[src/hdl/cpuCtrlPkg.sv]
//////////////////////////////////////////////////
// Shared definitions for the decode front
// Opcodes, field widths, control-bit positions,
// condition codes and the instruction-word union
//////////////////////////////////////////////////

package cpuCtrlPkg;

    localparam int DataW = 16;                   // Word and address width
    localparam int OpW   = 4;                    // Opcode width
    localparam int CondW = 3;                    // Branch condition width
    localparam int OffW  = 9;                    // Signed word offset of B
    localparam int FlagW = 3;                    // Z, V, N

    //////////////////////////////////////////////////
    // Opcodes
    //////////////////////////////////////////////////
    localparam logic [OpW-1:0] OpAdd    = 4'h0;
    localparam logic [OpW-1:0] OpSub    = 4'h1;
    localparam logic [OpW-1:0] OpXor    = 4'h2;
    localparam logic [OpW-1:0] OpRed    = 4'h3;  // Reduction add, plain reg write
    localparam logic [OpW-1:0] OpSll    = 4'h4;
    localparam logic [OpW-1:0] OpSra    = 4'h5;
    localparam logic [OpW-1:0] OpRor    = 4'h6;
    localparam logic [OpW-1:0] OpPaddsb = 4'h7;
    localparam logic [OpW-1:0] OpLw     = 4'h8;
    localparam logic [OpW-1:0] OpSw     = 4'h9;
    localparam logic [OpW-1:0] OpLlb    = 4'hA;
    localparam logic [OpW-1:0] OpLhb    = 4'hB;
    localparam logic [OpW-1:0] OpB      = 4'hC;  // PC-relative branch
    localparam logic [OpW-1:0] OpBr     = 4'hD;  // Register branch
    localparam logic [OpW-1:0] OpPcs    = 4'hE;
    localparam logic [OpW-1:0] OpHlt    = 4'hF;

    //////////////////////////////////////////////////
    // Control-bit positions, aluOp field on top
    //////////////////////////////////////////////////
    localparam int AluSrcBit    = 0;
    localparam int RegSrcBit    = 1;
    localparam int ZEnBit       = 2;
    localparam int NvEnBit      = 3;
    localparam int MemEnableBit = 4;
    localparam int MemWriteBit  = 5;
    localparam int RegWriteBit  = 6;
    localparam int MemToRegBit  = 7;
    localparam int HltBit       = 8;
    localparam int PcsBit       = 9;
    localparam int BranchBit    = 10;
    localparam int IsBrBit      = 11;            // BR only
    localparam int AluOpLsb     = 12;
    localparam int CtrlW        = AluOpLsb + OpW;  // Total control word width

    // Branch conditions
    localparam logic [CondW-1:0] CondNe = 3'd0;
    localparam logic [CondW-1:0] CondEq = 3'd1;
    localparam logic [CondW-1:0] CondGt = 3'd2;
    localparam logic [CondW-1:0] CondLt = 3'd3;
    localparam logic [CondW-1:0] CondGe = 3'd4;
    localparam logic [CondW-1:0] CondLe = 3'd5;
    localparam logic [CondW-1:0] CondOv = 3'd6;
    localparam logic [CondW-1:0] CondUn = 3'd7;

    // Flag positions, Z on top
    localparam int FlagZ = 2;
    localparam int FlagV = 1;
    localparam int FlagN = 0;

    localparam int FldOp = 3;                    // Opcode nibble in the register view

    // Nibbles of regView from high to low: opcode, rd, rs, rt
    // brView holds opcode, condition and offset as bit slices
    typedef union packed {
        logic [3:0][OpW-1:0] regView;
        logic [DataW-1:0]    brView;
    } instrWord_u;

endpackage

[src/hdl/ctrlIf.sv]
//////////////////////////////////////////////////
// One decoded instruction with its side data
// Valid/ready handshake, src drives the payload
//////////////////////////////////////////////////

interface ctrlIf
    import cpuCtrlPkg::*;
();

    logic             valid;                     // Entry present
    logic             ready;                     // Sink can take it
    instrWord_u       instr;                     // Raw instruction word
    logic [CtrlW-1:0] ctrl;                      // Decoded control bits
    logic [DataW-1:0] pc;                        // PC of the instruction
    logic [DataW-1:0] predTarget;                // Predicted target from BTB
    logic [DataW-1:0] regTarget;                 // Register value for BR
    logic             predTaken;                 // Predicted direction from BHT
    logic [FlagW-1:0] flags;                     // Z, V, N at fetch

    modport src (
        output valid, instr, ctrl, pc, predTarget, regTarget, predTaken, flags,
        input  ready
    );

    modport dst (
        input  valid, instr, ctrl, pc, predTarget, regTarget, predTaken, flags,
        output ready
    );

endinterface

[src/hdl/branchResolver.sv]
//////////////////////////////////////////////////
// Branch resolution and prediction check
// Takes the queue head, registers one output
// record per instruction under outValid/outReady
//////////////////////////////////////////////////

module branchResolver
    import cpuCtrlPkg::*;
(
    input  logic             clk,
    input  logic             arstN,
    ctrlIf.dst               resQ,
    output logic             outValid,
    input  logic             outReady,
    output logic [CtrlW-1:0] outCtrl,
    output logic             outWenBtb,
    output logic             outWenBht,
    output logic             outUpdatePc,
    output logic [DataW-1:0] outTarget,
    output logic [DataW-1:0] outPc
);

    logic [CondW-1:0] cond;                      // Condition from branch view
    logic [OffW-1:0]  offset;                    // Signed word offset
    logic [DataW-1:0] offsetExt;                 // Sign-extended, times two
    logic [DataW-1:0] pcPlus2;
    logic [DataW-1:0] actualTarget;              // Where a taken branch goes
    logic             isBranch;
    logic             condTrue;
    logic             taken;
    logic             mispredicted;              // Direction guess wrong
    logic             targetMiscomputed;         // BTB target wrong
    logic             accept;                    // Head transfer this cycle
    logic [CtrlW-1:0] ctrlNext;

    assign cond   = resQ.instr.brView[OffW +: CondW];
    assign offset = resQ.instr.brView[OffW-1:0];

    assign isBranch  = resQ.ctrl[BranchBit];
    assign pcPlus2   = resQ.pc + DataW'(2);
    assign offsetExt = {{(DataW-OffW-1){offset[OffW-1]}}, offset, 1'b0};

    //////////////////////////////////////////////////
    // Condition against Z/V/N
    //////////////////////////////////////////////////
    always_comb begin
        case (cond)
            CondNe:  condTrue = !resQ.flags[FlagZ];
            CondEq:  condTrue = resQ.flags[FlagZ];
            CondGt:  condTrue = !resQ.flags[FlagZ] && !resQ.flags[FlagN];
            CondLt:  condTrue = resQ.flags[FlagN];
            CondGe:  condTrue = resQ.flags[FlagZ] || !resQ.flags[FlagN];
            CondLe:  condTrue = resQ.flags[FlagZ] || resQ.flags[FlagN];
            CondOv:  condTrue = resQ.flags[FlagV];
            CondUn:  condTrue = 1'b1;            // Unconditional
            default: condTrue = 1'b0;
        endcase
    end

    assign taken = isBranch && condTrue;

    // BR jumps to the register, B is PC-relative
    assign actualTarget = resQ.ctrl[IsBrBit] ? resQ.regTarget : pcPlus2 + offsetExt;

    // Prediction check
    assign mispredicted      = (resQ.predTaken != taken);
    assign targetMiscomputed = (resQ.predTarget != actualTarget);

    always_comb begin
        ctrlNext = resQ.ctrl;
        if (isBranch) begin
            ctrlNext[RegWriteBit] = 1'b0;        // Branches never write back
        end
    end

    //////////////////////////////////////////////////
    // Output register
    //////////////////////////////////////////////////
    assign resQ.ready = !outValid || outReady;
    assign accept     = resQ.valid && resQ.ready;

    always_ff @(posedge clk or negedge arstN) begin
        if (!arstN) begin
            outValid <= 1'b0;
        end else if (accept) begin
            outValid <= 1'b1;
        end else if (outReady) begin
            outValid <= 1'b0;                    // Record taken downstream
        end
    end

    always_ff @(posedge clk) begin
        if (accept) begin
            outCtrl     <= ctrlNext;
            outWenBtb   <= isBranch && targetMiscomputed;
            outWenBht   <= isBranch;             // Every branch trains the BHT
            outUpdatePc <= isBranch && (mispredicted || targetMiscomputed);
            outTarget   <= taken ? actualTarget : pcPlus2;
            outPc       <= resQ.pc;
        end
    end

endmodule

[src/hdl/controlUnit.sv]
//////////////////////////////////////////////////
// Opcode decoder with a one-entry output register
// Accepts one word per transfer, result on decQ
// one cycle later
//////////////////////////////////////////////////

module controlUnit
    import cpuCtrlPkg::*;
(
    input  logic             clk,
    input  logic             arstN,
    input  logic             inValid,
    output logic             inReady,
    input  instrWord_u       inInstr,
    input  logic [DataW-1:0] inPc,
    input  logic             inPredTaken,
    input  logic [DataW-1:0] inPredTarget,
    input  logic [FlagW-1:0] inFlags,
    input  logic [DataW-1:0] inRegTarget,
    ctrlIf.src               decQ
);

    logic [OpW-1:0]   opcode;                    // Opcode nibble
    logic [CtrlW-1:0] ctrlNext;                  // Decoded bits for this word
    logic             load;                      // Input transfer this cycle

    assign opcode  = inInstr.regView[FldOp];
    assign inReady = !decQ.valid || decQ.ready;  // Empty or draining now
    assign load    = inValid && inReady;

    //////////////////////////////////////////////////
    // Decode table
    //////////////////////////////////////////////////
    always_comb begin
        ctrlNext                     = '0;       // Defaults first
        ctrlNext[RegWriteBit]        = 1'b1;     // Most ops write a register
        ctrlNext[AluOpLsb +: OpW]    = opcode;   // ALU op follows opcode

        case (opcode)
            OpAdd, OpSub: begin
                ctrlNext[ZEnBit]  = 1'b1;
                ctrlNext[NvEnBit] = 1'b1;        // Arithmetic sets N and V too
            end
            OpXor: begin
                ctrlNext[ZEnBit] = 1'b1;
            end
            OpSll, OpSra, OpRor: begin
                ctrlNext[AluSrcBit] = 1'b1;      // Shift amount is immediate
                ctrlNext[ZEnBit]    = 1'b1;
            end
            OpRed, OpPaddsb: begin
                // Plain register write, defaults hold
            end
            OpLw: begin
                ctrlNext[AluSrcBit]    = 1'b1;   // Base plus offset
                ctrlNext[MemToRegBit]  = 1'b1;   // Writeback from memory
                ctrlNext[MemEnableBit] = 1'b1;
            end
            OpSw: begin
                ctrlNext[AluSrcBit]    = 1'b1;
                ctrlNext[RegWriteBit]  = 1'b0;   // Store writes no register
                ctrlNext[MemEnableBit] = 1'b1;
                ctrlNext[MemToRegBit]  = 1'b1;   // Don't care on a store
                ctrlNext[MemWriteBit]  = 1'b1;
            end
            OpLlb, OpLhb: begin
                ctrlNext[AluSrcBit] = 1'b1;      // Byte immediate
                ctrlNext[RegSrcBit] = 1'b1;      // Read port 1 takes rd
            end
            OpB: begin
                ctrlNext[BranchBit]   = 1'b1;
                ctrlNext[RegWriteBit] = 1'b0;
            end
            OpBr: begin
                ctrlNext[BranchBit]   = 1'b1;
                ctrlNext[IsBrBit]     = 1'b1;    // Target from register
                ctrlNext[RegWriteBit] = 1'b0;
            end
            OpPcs: begin
                ctrlNext[PcsBit] = 1'b1;         // Writes PC+2 to rd
            end
            OpHlt: begin
                ctrlNext[HltBit]      = 1'b1;
                ctrlNext[RegWriteBit] = 1'b0;
            end
            default: begin
                ctrlNext[RegWriteBit] = 1'b1;    // Unreachable with 4-bit opcode
            end
        endcase
    end

    //////////////////////////////////////////////////
    // Output register
    //////////////////////////////////////////////////
    always_ff @(posedge clk or negedge arstN) begin
        if (!arstN) begin
            decQ.valid <= 1'b0;
        end else if (load) begin
            decQ.valid <= 1'b1;                  // New entry replaces or fills
        end else if (decQ.ready) begin
            decQ.valid <= 1'b0;                  // Drained with nothing behind
        end
    end

    always_ff @(posedge clk) begin
        if (load) begin
            decQ.instr      <= inInstr;
            decQ.ctrl       <= ctrlNext;
            decQ.pc         <= inPc;
            decQ.predTaken  <= inPredTaken;
            decQ.predTarget <= inPredTarget;
            decQ.flags      <= inFlags;
            decQ.regTarget  <= inRegTarget;
        end
    end

endmodule

[src/hdl/ctrlQueue.sv]
//////////////////////////////////////////////////
// Circular FIFO of decoded entries
// Depth must be a power of two, 2 or more
//////////////////////////////////////////////////

module ctrlQueue
    import cpuCtrlPkg::*;
#(
    parameter int Depth = 4
) (
    input  logic clk,
    input  logic arstN,
    ctrlIf.dst   decQ,
    ctrlIf.src   resQ
);

    localparam int AddrW = $clog2(Depth);
    localparam int EntW  = 4 * DataW + CtrlW + 1 + FlagW;  // Whole payload

    logic [EntW-1:0] mem [Depth];                // Entry storage
    logic [AddrW:0]  wrPtr;                      // Top bit is the wrap flag
    logic [AddrW:0]  rdPtr;
    logic            full;
    logic            empty;
    logic            wrEn;
    logic            rdEn;

    // Same index with different wrap bit means full
    assign full  = (wrPtr[AddrW] != rdPtr[AddrW]) &&
                   (wrPtr[AddrW-1:0] == rdPtr[AddrW-1:0]);
    assign empty = (wrPtr == rdPtr);

    assign decQ.ready = !full;
    assign resQ.valid = !empty;

    assign wrEn = decQ.valid && decQ.ready;
    assign rdEn = resQ.valid && resQ.ready;

    //////////////////////////////////////////////////
    // Pointers
    //////////////////////////////////////////////////
    always_ff @(posedge clk or negedge arstN) begin
        if (!arstN) begin
            wrPtr <= '0;
            rdPtr <= '0;
        end else begin
            if (wrEn) begin
                wrPtr <= wrPtr + 1'b1;
            end
            if (rdEn) begin
                rdPtr <= rdPtr + 1'b1;           // May pop and push together
            end
        end
    end

    always_ff @(posedge clk) begin
        if (wrEn) begin
            mem[wrPtr[AddrW-1:0]] <= {decQ.instr, decQ.ctrl, decQ.pc, decQ.predTarget,
                                      decQ.regTarget, decQ.predTaken, decQ.flags};
        end
    end

    // Head entry straight from storage
    assign {resQ.instr, resQ.ctrl, resQ.pc, resQ.predTarget,
            resQ.regTarget, resQ.predTaken, resQ.flags} = mem[rdPtr[AddrW-1:0]];

endmodule

[src/hdl/decodeFront.sv]
//////////////////////////////////////////////////
// Decode-and-resolve front, top level
// Decoder feeds a FIFO that feeds the resolver,
// plain valid/ready ports on both sides
//////////////////////////////////////////////////

module decodeFront
    import cpuCtrlPkg::*;
#(
    parameter int QueueDepth = 4                 // FIFO entries, power of two
) (
    input  logic             clk,
    input  logic             arstN,

    // Fetch side
    input  logic             inValid,
    output logic             inReady,
    input  instrWord_u       inInstr,
    input  logic [DataW-1:0] inPc,
    input  logic             inPredTaken,
    input  logic [DataW-1:0] inPredTarget,
    input  logic [FlagW-1:0] inFlags,
    input  logic [DataW-1:0] inRegTarget,

    // Resolved record
    output logic             outValid,
    input  logic             outReady,
    output logic [CtrlW-1:0] outCtrl,
    output logic             outWenBtb,
    output logic             outWenBht,
    output logic             outUpdatePc,
    output logic [DataW-1:0] outTarget,
    output logic [DataW-1:0] outPc
);

    ctrlIf decQ ();                              // Decoder to FIFO
    ctrlIf resQ ();                              // FIFO to resolver

    controlUnit decoder (
        .clk          (clk),
        .arstN        (arstN),
        .inValid      (inValid),
        .inReady      (inReady),
        .inInstr      (inInstr),
        .inPc         (inPc),
        .inPredTaken  (inPredTaken),
        .inPredTarget (inPredTarget),
        .inFlags      (inFlags),
        .inRegTarget  (inRegTarget),
        .decQ         (decQ.src)
    );

    ctrlQueue #(
        .Depth (QueueDepth)
    ) queue (
        .clk   (clk),
        .arstN (arstN),
        .decQ  (decQ.dst),
        .resQ  (resQ.src)
    );

    branchResolver resolver (
        .clk         (clk),
        .arstN       (arstN),
        .resQ        (resQ.dst),
        .outValid    (outValid),
        .outReady    (outReady),
        .outCtrl     (outCtrl),
        .outWenBtb   (outWenBtb),
        .outWenBht   (outWenBht),
        .outUpdatePc (outUpdatePc),
        .outTarget   (outTarget),
        .outPc       (outPc)
    );

endmodule

[config.mk]
export PLATFORM = sky130hd
export DESIGN_NAME = decodeFront
export DESIGN_NICKNAME = d
export VERILOG_FILES = /design/src/hdl/cpuCtrlPkg.sv /design/src/hdl/ctrlIf.sv /design/src/hdl/branchResolver.sv /design/src/hdl/controlUnit.sv /design/src/hdl/ctrlQueue.sv /design/src/hdl/decodeFront.sv
export SDC_FILE = /design/constraint.sdc
export NUM_CORES = 1
export LEC_CHECK = 0
export BUFFER_PORTS_ARGS = -buffer_cell sky130_fd_sc_hd__buf_2
export CAP_MARGIN = 20
export CELL_PAD_IN_SITES_DETAIL_PLACEMENT = 1
export CELL_PAD_IN_SITES_GLOBAL_PLACEMENT = 2
export CORE_MARGIN = 2
export CORE_UTILIZATION = 42
export CTS_BUF_LIST = sky130_fd_sc_hd__clkbuf_16
export DETAILED_ROUTE_END_ITERATION = 8
export GPL_TIMING_DRIVEN = 0
export PLACE_DENSITY_LB_ADDON = 0.1
export SLEW_MARGIN = 30
export SYNTH_ARGS = -nofsm -noshare
export SYNTH_HDL_FRONTEND = slang
export SYNTH_SLANG_ARGS = --single-unit
[constraint.sdc]
create_clock -name clk -period 5.2 [get_ports clk]
set_clock_uncertainty 0.05 [all_clocks]
set_input_delay 0.78 -clock clk [delete_from_list [all_inputs] [get_ports clk]]
set_output_delay 0.78 -clock clk [all_outputs]
set_load 0.05 [all_outputs]
---- Word level (Yosys, flattened, before mapping) ----
Memories as Yosys holds them, arrays and structs flattened.
Index checks and enable logic that the tools add are counted.
cells by class
  magnitude comparators ................... 0
  eq/ne operators ......................... 26
  divide/modulo/power cells ............... 0
  shifts and indexed selects .............. 0
  multiply operators ...................... 0
  bitwise operators ....................... 0
  multiplexer cells ....................... 20
  reduce and logical (&&, ||, !) cells .... 29
  $add $sub $neg .......................... 4
operators with widths
  cell                   number
  $eq 4x4->1 const B     8
  $mux 16                2
  $mux 1                 17
  $add 16x16->16         1
  $add 16x2->16 const B  1
  $ne 16x16->1           1
  $eq 3x3->1 const B     4
  $eq 4x3->1 const B     3
  $logic_and 1x1->1      8
  $pmux 1 s8             1
  $reduce_or 2->1        4
  $reduce_or 7->1        1
  $add 3x1->3 const B    2
  $eq 3x2->1 const B     2
  $logic_not 1->1        6
  $reduce_or 6->1        1
  $logic_or 1x1->1       5
  $eq 4x1->1 const B     1
  $eq 4x2->1 const B     1
  $logic_not 4->1        1
  $reduce_or 4->1        1
  $eq 3x1->1 const B     1
  $eq 3x3->1             1
  $logic_not 3->1        1
  4 further kinds        5
storage, ports and cells
  RAM bits ................................ 336
  output and inout port bits .............. 53
  memories kept ........................... 1
  bits in read-only memories .............. 0
  register bits ........................... 143
  bits in latches ......................... 0
  logic and storage cells ................. 98
memories
  name       depth  bits a word  read ports  clocked after memory_dff  write ports  RTL line         text
  queue.mem  4      84           1           0                         1            ctrlQueue.sv:20  logic [EntW-1:0] mem [Depth];

---- Logic depth before layout (Yosys ltp) ----
Gate-level depths: netlist of the first run.
An unclocked memory read counts as a cell.
  depth after elaboration ................. 8
  mapped depth ............................ 20
  gate-level depth less buffers ........... 17

---- Hierarchy ----
Synthesis of the first run repeated with hierarchy kept, for this count alone.
unflattened totals
  cells, all modules ...................... 962
  area total of the unflattened synthesis .. 18,905.6 µm²
modules (own cells, without submodules)
  module          sequential area each (µm²)  cells an instance  instances  area an instance (µm²)
  ctrlQueue       10,239.8                    485                1          12,604.6
  branchResolver  1,526.5                     372                1          3,758.6
  controlUnit     2,397.3                     105                1          2,542.4

---- Worst setup path before layout of the first run ----
No wires, ideal clock.
  path kind ............................... register to register
  from .................................... register queue.rdPtr[1]
  to ...................................... register resolver.outUpdatePc, data pin
  required time ........................... 4,998 ps
  data arrival time ....................... 4,792 ps
  setup time .............................. 152 ps
  stages on the path, launching flop included .. 20
  slack ................................... 207 ps
  cell sequence ........................... dfrtp_1 buf_2 buf_4 buf_4 buf_2 buf_2 clkbuf_1 clkbuf_1 mux4_2 ha_1 fa_1 a211oi_1 o21ai_0 nor4b_1 o21a_1 o21ai_0 a21oi_1 or3b_4 mux2_4 a31oi_1
on the way
  longest elaborated chain between the ends .. 8
  elaborated cells on any way between the ends .. 23
  classes of those cells .................. 2 x add/sub; 9 x eq/ne; 2 x mux; 9 x reduce/logical; 1 x memory
ends and longest elaborated chain
  what                                                                   RTL line              text
  start: declaration                                                     ctrlQueue.sv:22       logic [AddrW:0] rdPtr;
  start signal: assignment                                               ctrlQueue.sv:51       rdPtr <= rdPtr + 1'b1;
  $mem_v2 4x84 (*)                                                       --
  parallel branches: the longest is 6 deep, another holds $add 16x2->16  --
  $logic_and 1x1->1 (*)                                                  branchResolver.sv:97  outUpdatePc <= isBranch && (mispredicted || targetMiscomputed);
  end signal: assignment                                                 branchResolver.sv:97
  end: declaration                                                       branchResolver.sv:18  output logic outUpdatePc,
Mark *: on every way between the ends.
A chain may end at the register's enable or synchronous reset.

---- Final worst setup path of the first run ----
  from .................................... register queue.rdPtr[0]
  to ...................................... register resolver.outWenBtb, data pin
on the way
  longest elaborated chain between the ends .. 6
ends and longest elaborated chain
  what                        RTL line              text
  $mem_v2 4x84                --
  named net queue.resQ.pc[4]  ctrlIf.sv:21          output valid, instr, ctrl, pc, predTarget, regTarget, predTaken, flags,
  $add 16x2->16               branchResolver.sv:40  assign pcPlus2 = resQ.pc + DataW'(2);
  $add 16x16->16              branchResolver.sv:63  assign actualTarget = resQ.ctrl[IsBrBit] ? resQ.regTarget : pcPlus2 + offsetExt;
  $mux 16                     branchResolver.sv:63
  $ne 16x16->1                branchResolver.sv:67  assign targetMiscomputed = (resQ.predTarget != actualTarget);
  $logic_and 1x1->1           branchResolver.sv:95  outWenBtb <= isBranch && targetMiscomputed;
  end signal: assignment      branchResolver.sv:95
  end: declaration            branchResolver.sv:16  output logic outWenBtb,
The timed path passes the listed nets, and every way through them passes these cells.

==> results.sh, run 1 <==
export IMPL_outcome="complete, no violations"
export IMPL_start_util_pct=42.68
export IMPL_grt_pass1_vias=9148
export IMPL_drv_cap=0
export IMPL_numCtsBuffers=48
export IMPL_die_w_um=208.2
export IMPL_mostFrequentLayoutCell="edfxtp_1"
export IMPL_ios=125
export IMPL_regArea_sq_mm=0.01353
export IMPL_max_freq_mhz=202.4
export IMPL_grt_max_degree=34
export IMPL_grt_overflow=0
export IMPL_max_slew_margin_pct=46.26
export IMPL_maxSlewViolCount=0
export IMPL_grtUsageTotal_pct=18.30
export IMPL_synth_fp_nets=940
export IMPL_drt_iter0_markers=502
export IMPL_avgRoutedWirePerCell_um=24.01
export IMPL_antenna_found_initial=0
export IMPL_cts_sinks=452
export IMPL_cp_slowest_cell="mux4_1"
export IMPL_dr_total_vias=8461
export IMPL_grt_pass1_wl_um=58310
export IMPL_synth_seq_cells=452
export IMPL_drive_gt1_share_pct=30.58
export IMPL_period_share_pct=95.01
export IMPL_regToRegSetupSlack_ns=0.26
export IMPL_cp_start_kind="flip-flop"
export IMPL_hp_class="input pin to flip-flop"
export IMPL_multiInputGateArea_sq_mm=0.003832
export IMPL_finalWeightedCongestion=0.7656
export IMPL_cts_tree="built"
export IMPL_die_y_um=208.2
export IMPL_reg2reg_depth=18
export IMPL_utilization_pct=50.56
export IMPL_rsz0062_at_grt="no"
export IMPL_synth_cell_types=58
export IMPL_postSynth_asyncResetShare_pct=1.770
export IMPL_port_buffers=124
export IMPL_worstReg2RegEnd="resolver.outWenBtb"
export IMPL_synth_avg_cell_area_sq_um=20.72
export IMPL_drt_drc_violations_left=0
export IMPL_cts_clk_slew_worst_paths_ns=0.06
export IMPL_drt_antenna_violating_nets=0
export IMPL_netlist_area_sq_mm=0.01751
export IMPL_arrival_ns=5.31
export IMPL_diodes=0
export IMPL_slowest_delay_ns=0.52
export IMPL_worstPathCellList="buf_6 -> mux4_1 -> and2_1 -> and3_1 -> nand3_1 -> nor2_1 -> nand2_1 -> xnor2_1 -> ha_1 -> nand2_1 -> nor2_1 -> o41a_1 -> o21a_1 -> o21ai_1 -> a21oi_1 -> or3b_4 -> mux2_4 -> a21oi_1"
export IMPL_final_cell_mix="edfxtp_1 (444), buf_2 (130), mux4_2 (68), clkbuf_16 (48)"
export IMPL_setup_viol=0
export IMPL_viasPerCell=5.252
export IMPL_htree_levels=2
export IMPL_core_area_sq_mm=0.04102
export IMPL_fin_nets=1139
export IMPL_yosysWarnings=0
export IMPL_critPathMaxFanout=9
export IMPL_ys_flop_type="edfxtp_1"
export IMPL_fillCellCount=3742
export IMPL_hold_viol_final=0
export IMPL_tightestPinTransition_ns=0.8062
export IMPL_fin_tns_setup_ns=0
export IMPL_syn_inst=845
export IMPL_cp_required_ns=5.57
export IMPL_seq_area_frac_synth_pct=77.30
export IMPL_crit_type="flip-flop to flip-flop"
export IMPL_crit_family="simple AND/OR/NAND/NOR gates"
export IMPL_reg2reg_from="queue.rdPtr[0]"
export IMPL_end_kind="flip-flop"
export IMPL_cp_buffers_inverters=1
export IMPL_firstDrtPassIters=4
export IMPL_dp_hpwl_um=26070
export IMPL_rows=74
export IMPL_worstSkewPairLatency_ns=0.59
export IMPL_cp_num_cells=18
export IMPL_routed_wl_um=38680
export IMPL_post_route_min_period_ns=4.940
export IMPL_syn_to_final_growth_pct=18.46
export IMPL_cp_startpoint="queue.rdPtr[0]"
export IMPL_synth_edf_count=444
export IMPL_root_buffer="clkbuf_16"
export IMPL_crit_path_end="resolver.outWenBtb"
export IMPL_die_area_sq_mm=0.04333
export IMPL_clockBufferDepth=3
flip-flops by register name, indices dropped and copies added (netlist names):
register	count
resolver.outCtrl	15
resolver.outPc	16
decoder.decQ.predTarget	16
decoder.decQ.pc	16
resolver.outUpdatePc	1
decoder.decQ.flags	3
decoder.decQ.predTaken	1
queue.wrPtr	3
decoder.decQ.valid	1
queue.mem	316
resolver.outWenBtb	1
resolver.outTarget	16
resolver.outValid	1
decoder.decQ.ctrl	14
queue.rdPtr	3
decoder.decQ.instr	13
decoder.decQ.regTarget	16
worst min path at each step:
stage	slack (ns)	cells past startpoint	endpoint	startpoint
finish	0.31	1	decoder.decQ.pc[10]	inPc[10]
global route	0.30	1	decoder.decQ.pc[7]	inPc[7]
CTS	0.28	1	decoder.decQ.pc[10]	inPc[10]
detailed placement	0.43	1	queue.wrPtr[2]	queue.wrPtr[2]
global placement	0.42	0	queue.mem[2][22]	decoder.decQ.predTarget[2]
floorplan	0.41	0	queue.mem[0][0]	decoder.decQ.flags[0]
cell usage after synthesis (2+ instances only):
cell	n	area [sq um]
edfxtp_1	444	13330
mux4_2	68	1531
nand2_1	31	116.4
nor2_1	31	116.4
xnor2_1	27	236.5
a21oi_1	25	125.1
ha_1	22	275.3
xor2_1	18	157.7
inv_1	13	48.80
buf_2	11	55.05
mux4_1	11	289.0
nor3_1	11	55.05
o21ai_0	10	50.05
and2_1	8	50.05
dfrtp_1	8	200.2
buf_4	7	52.55
mux2i_1	7	70.07
nand3_1	7	35.03
clkbuf_1	6	22.52
o21a_1	6	45.04
mux2_2	5	56.30
nand2b_1	5	31.28
a211oi_1	4	30.03
a21o_1	4	30.03
a31oi_1	4	25.02
nor3b_1	4	30.03
o211ai_1	4	30.03
a211o_1	3	26.28
and3_1	3	18.77
nand4_1	3	18.77
nor2b_1	3	18.77
nor4b_1	3	26.28
a21boi_0	2	15.01
buf_6	2	22.52
nor4_2	2	25.02
metal layers:
layer | up-vias | track usage [%] | share of wire, %
li1 | 3823 | - | -
met1 | 4427 | 25.02 | 45
met2 | 154 | 30.46 | 50
met3 | 57 | 2.913 | 3.4
met4 | 0 | 5.532 | 1.9
met5 | - | 0 | 0
what timing repair did:
item,CTS,global route
endpoints found under the setup margin,15,2
resized for setup,28,11
gates cloned,0,0
hold buffers,1,0
pin swaps,2,3
setup buffers,3,13
endpoints found under the hold margin,8,0
through the flow:
step / cell area, sq um / worst slack, ns / cells / hold WS (ns)
finish: 20740 / 0.2596 / 1611 / 0.3140
global route: 20740 / 0.003915 / 1611 / 0.2952
CTS: 20600 / 0.006015 / 1599 / 0.2773
detailed placement: 19070 / -1.544 / 1514 / 0.4291
global placement: 18790 / -2.693 / 1501 / 0.4208
floorplan: 17510 / 0.2066 / 845 / 0.4087
cells by family (layout without fill, tap and decap cells):
logic type / Yosys count / count (layout) / share of synthesized area [%]
fa+ha+maj: 24 / 24 / 1.744
buf+inv: 41 / 275 / 1.286
xor+xnor: 45 / 45 / 2.251
simple gates: 119 / 119 / 3.552
mux: 93 / 93 / 11.27
compound gates: 71 / 71 / 2.594
flops: 452 / 452 / 77.30
area by class of cell:
class / count / share of cell area (%)
plain buffers: 23 / 1.134
clock buffers: 48 / 5.792
clock inverters: 37 / 1.032
inverters: 13 / 0.2353
multi-input cells: 352 / 18.48
flip-flops and latches: 452 / 65.26
well taps: 532 / 3.210
repair buffers: 154 / 4.863
Power of run 1 is not shown: default switching activity piles up to over one toggle a cycle in this logic, so the estimate is an artifact.
==> inputs of run 2 (changes only) <==
==> constraint.sdc (replaced) <==
create_clock -name clk -period 4.3 [get_ports clk]
set_clock_uncertainty 0.05 [all_clocks]
set_input_delay 0.645 -clock clk [delete_from_list [all_inputs] [get_ports clk]]
set_output_delay 0.645 -clock clk [all_outputs]
set_load 0.05 [all_outputs]
==> run 2 against run 1 <==
  * The flow now finishes with violations (setup timing)
  * Critical path depth up 1
  * Routed wire length grew 3.3%
  * Sequential share of layout area decreased by 2.7 points
  * Non-clock buffer count grew 24
  * Via count is 2.0% higher
  * Largest cell class unchanged
==> results.sh, run 2 (synthesis results as in run 1) <==
export IMPL_outcome="finished, violations left"
export IMPL_violations="setup timing"
export IMPL_drt_antenna_violating_nets=0
export IMPL_placed_cells=1514
export IMPL_grt_max_degree=35
export IMPL_cp_required_ns=4.67
export IMPL_start_util_pct=42.68
export IMPL_cp_start_kind="flip-flop"
export IMPL_dp_hpwl_um=25640
export IMPL_cts_sinks=452
export IMPL_antenna_found_initial=0
export IMPL_syn_to_final_growth_pct=23.67
export IMPL_max_freq_mhz=224.7
export IMPL_routed_wl_um=39960
export IMPL_setup_viol=2
export IMPL_hold_viol_final=0
export IMPL_worstSkewPairLatency_ns=0.59
export IMPL_firstDrtPassIters=5
export IMPL_viasPerCell=5.258
export IMPL_post_route_min_period_ns=4.451
export IMPL_fillCellCount=3691
export IMPL_die_y_um=208.2
export IMPL_rows=74
export IMPL_drive_gt1_share_pct=36.70
export IMPL_critPathMaxFanout=4
export IMPL_grt_overflow=0
export IMPL_tightestPinTransition_ns=0.8081
export IMPL_end_kind="flip-flop"
export IMPL_core_area_sq_mm=0.04102
export IMPL_dr_total_vias=8629
export IMPL_drt_drc_violations_left=0
export IMPL_final_cell_mix="edfxtp_1 (444), buf_2 (130), mux4_2 (72), clkbuf_16 (51), buf_4 (38)"
export IMPL_htree_levels=2
export IMPL_grt_pass1_vias=9362
export IMPL_max_slew_margin_pct=46.13
export IMPL_cts_tree="built"
export IMPL_arrival_ns=4.82
export IMPL_fin_cells=1641
export IMPL_die_w_um=208.2
export IMPL_setup_ws_ns=-0.1507
export IMPL_period_share_pct=103.5
export IMPL_drt_iter0_markers=566
export IMPL_grt_pass1_wl_um=59780
export IMPL_mostFrequentLayoutCell="edfxtp_1"
export IMPL_die_area_sq_mm=0.04333
export IMPL_root_buffer="clkbuf_16"
export IMPL_hp_class="input pin to flip-flop"
export IMPL_fin_nets=1164
export IMPL_cts_clk_slew_worst_paths_ns=0.06
export IMPL_numCtsBuffers=49
export IMPL_rsz0062_at_grt="yes"
export IMPL_diodes=0
export IMPL_port_buffers=124
export IMPL_maxSlewViolCount=0
export IMPL_finalWeightedCongestion=0.7675
export IMPL_largest_reg_flops=316
export IMPL_grtUsageTotal_pct=18.88
export IMPL_avgRoutedWirePerCell_um=24.35
export IMPL_ios=125
export IMPL_drv_cap=0
export IMPL_clockBufferDepth=3
export IMPL_crit_type="flip-flop to flip-flop"
## run 2: area by class of cell
| class | count | area [sq um] | share of cell area, % |
|---|---|---|---|
| clock inverter | 41 | 327.8 | 1.514 |
| buffer | 22 | 271.5 | 1.254 |
| sequential | 452 | 13530 | 62.51 |
| clock buffer | 50 | 1251 | 5.779 |
| multi-input combinational | 352 | 4274 | 19.74 |
| inverter | 13 | 51.30 | 0.2369 |
| tap | 532 | 665.6 | 3.074 |
| timing repair buffer | 179 | 1276 | 5.895 |
## run 2: worst paths after layout
path,startpoint,to,slack (ns),cells past startpoint
max in group asynchronous,arstN,queue.wrPtr[1],3.58,2
setup / recovery,queue.rdPtr[0],resolver.outUpdatePc,-0.15,19
setup reg to reg,queue.rdPtr[0],resolver.outUpdatePc,-0.15,19
hold reg to reg,queue.wrPtr[2],queue.wrPtr[2],0.44,1
hold / removal,inInstr[1],decoder.decQ.instr[1],0.17,1
min in group asynchronous,arstN,queue.rdPtr[0],0.41,2
## run 2: metrics by stage
| stage | setup slack, ns | hold slack [ns] | util [%] | cell area (sq um) | setup TNS, ns |
|---|---|---|---|---|---|
| after global placement | -2.307 | 0.4217 | 46.24 | 18970 | -762.76 |
| after floorplan | -0.01291 | 0.2994 | - | 17680 | -0.01291 |
| after CTS | -0.1971 | 0.1322 | 52.32 | 21460 | -0.3454 |
| final | -0.1507 | 0.1702 | 52.79 | 21650 | -0.2861 |
| after global routing | -0.2790 | 0.1343 | 52.79 | 21650 | -0.5405 |
| after detailed placement | -1.267 | 0.4250 | 46.95 | 19260 | -6.498 |
## run 2: timing repair
| action | 4_1_cts | 5_1_grt |
|---|---|---|
| hold endpoints to repair | 8 | 0 |
| setup buffers | 31 | 8 |
| setup endpoints to repair | 13 | 4 |
| pin swaps | 32 | 26 |
| resized for setup | 76 | 22 |
| gates cloned | 2 | 0 |
| hold buffers | 1 | 0 |
## run 2: metal layers
metal | vias to the layer above | track usage [%] | routed length, um
met2 | 174 | 32.09 | 20190
met3 | 55 | 3.728 | 1605
li1 | 3884 | - | -
met4 | 0 | 4.738 | 712
met1 | 4516 | 25.15 | 17450
met5 | - | 0 | 0
## run 2: critical path, cell delays in order, from the launching register on
cell     delay [ns]
dfrtp_1        0.41
buf_8          0.15
buf_12         0.12
buf_12         0.13
buf_12         0.12
mux4_2         0.52
ha_4           0.23
nand3_4        0.07
nor2_4         0.07
xor2_4         0.17
buf_6          0.15
ha_4           0.15
a21o_1         0.19
o41a_1         0.41
o21a_1         0.22
o21ai_2        0.16
a21oi_1        0.09
or3b_4         0.39
mux2_4         0.35
a31oi_1        0.14
Power of run 2 is left out for the same reason.
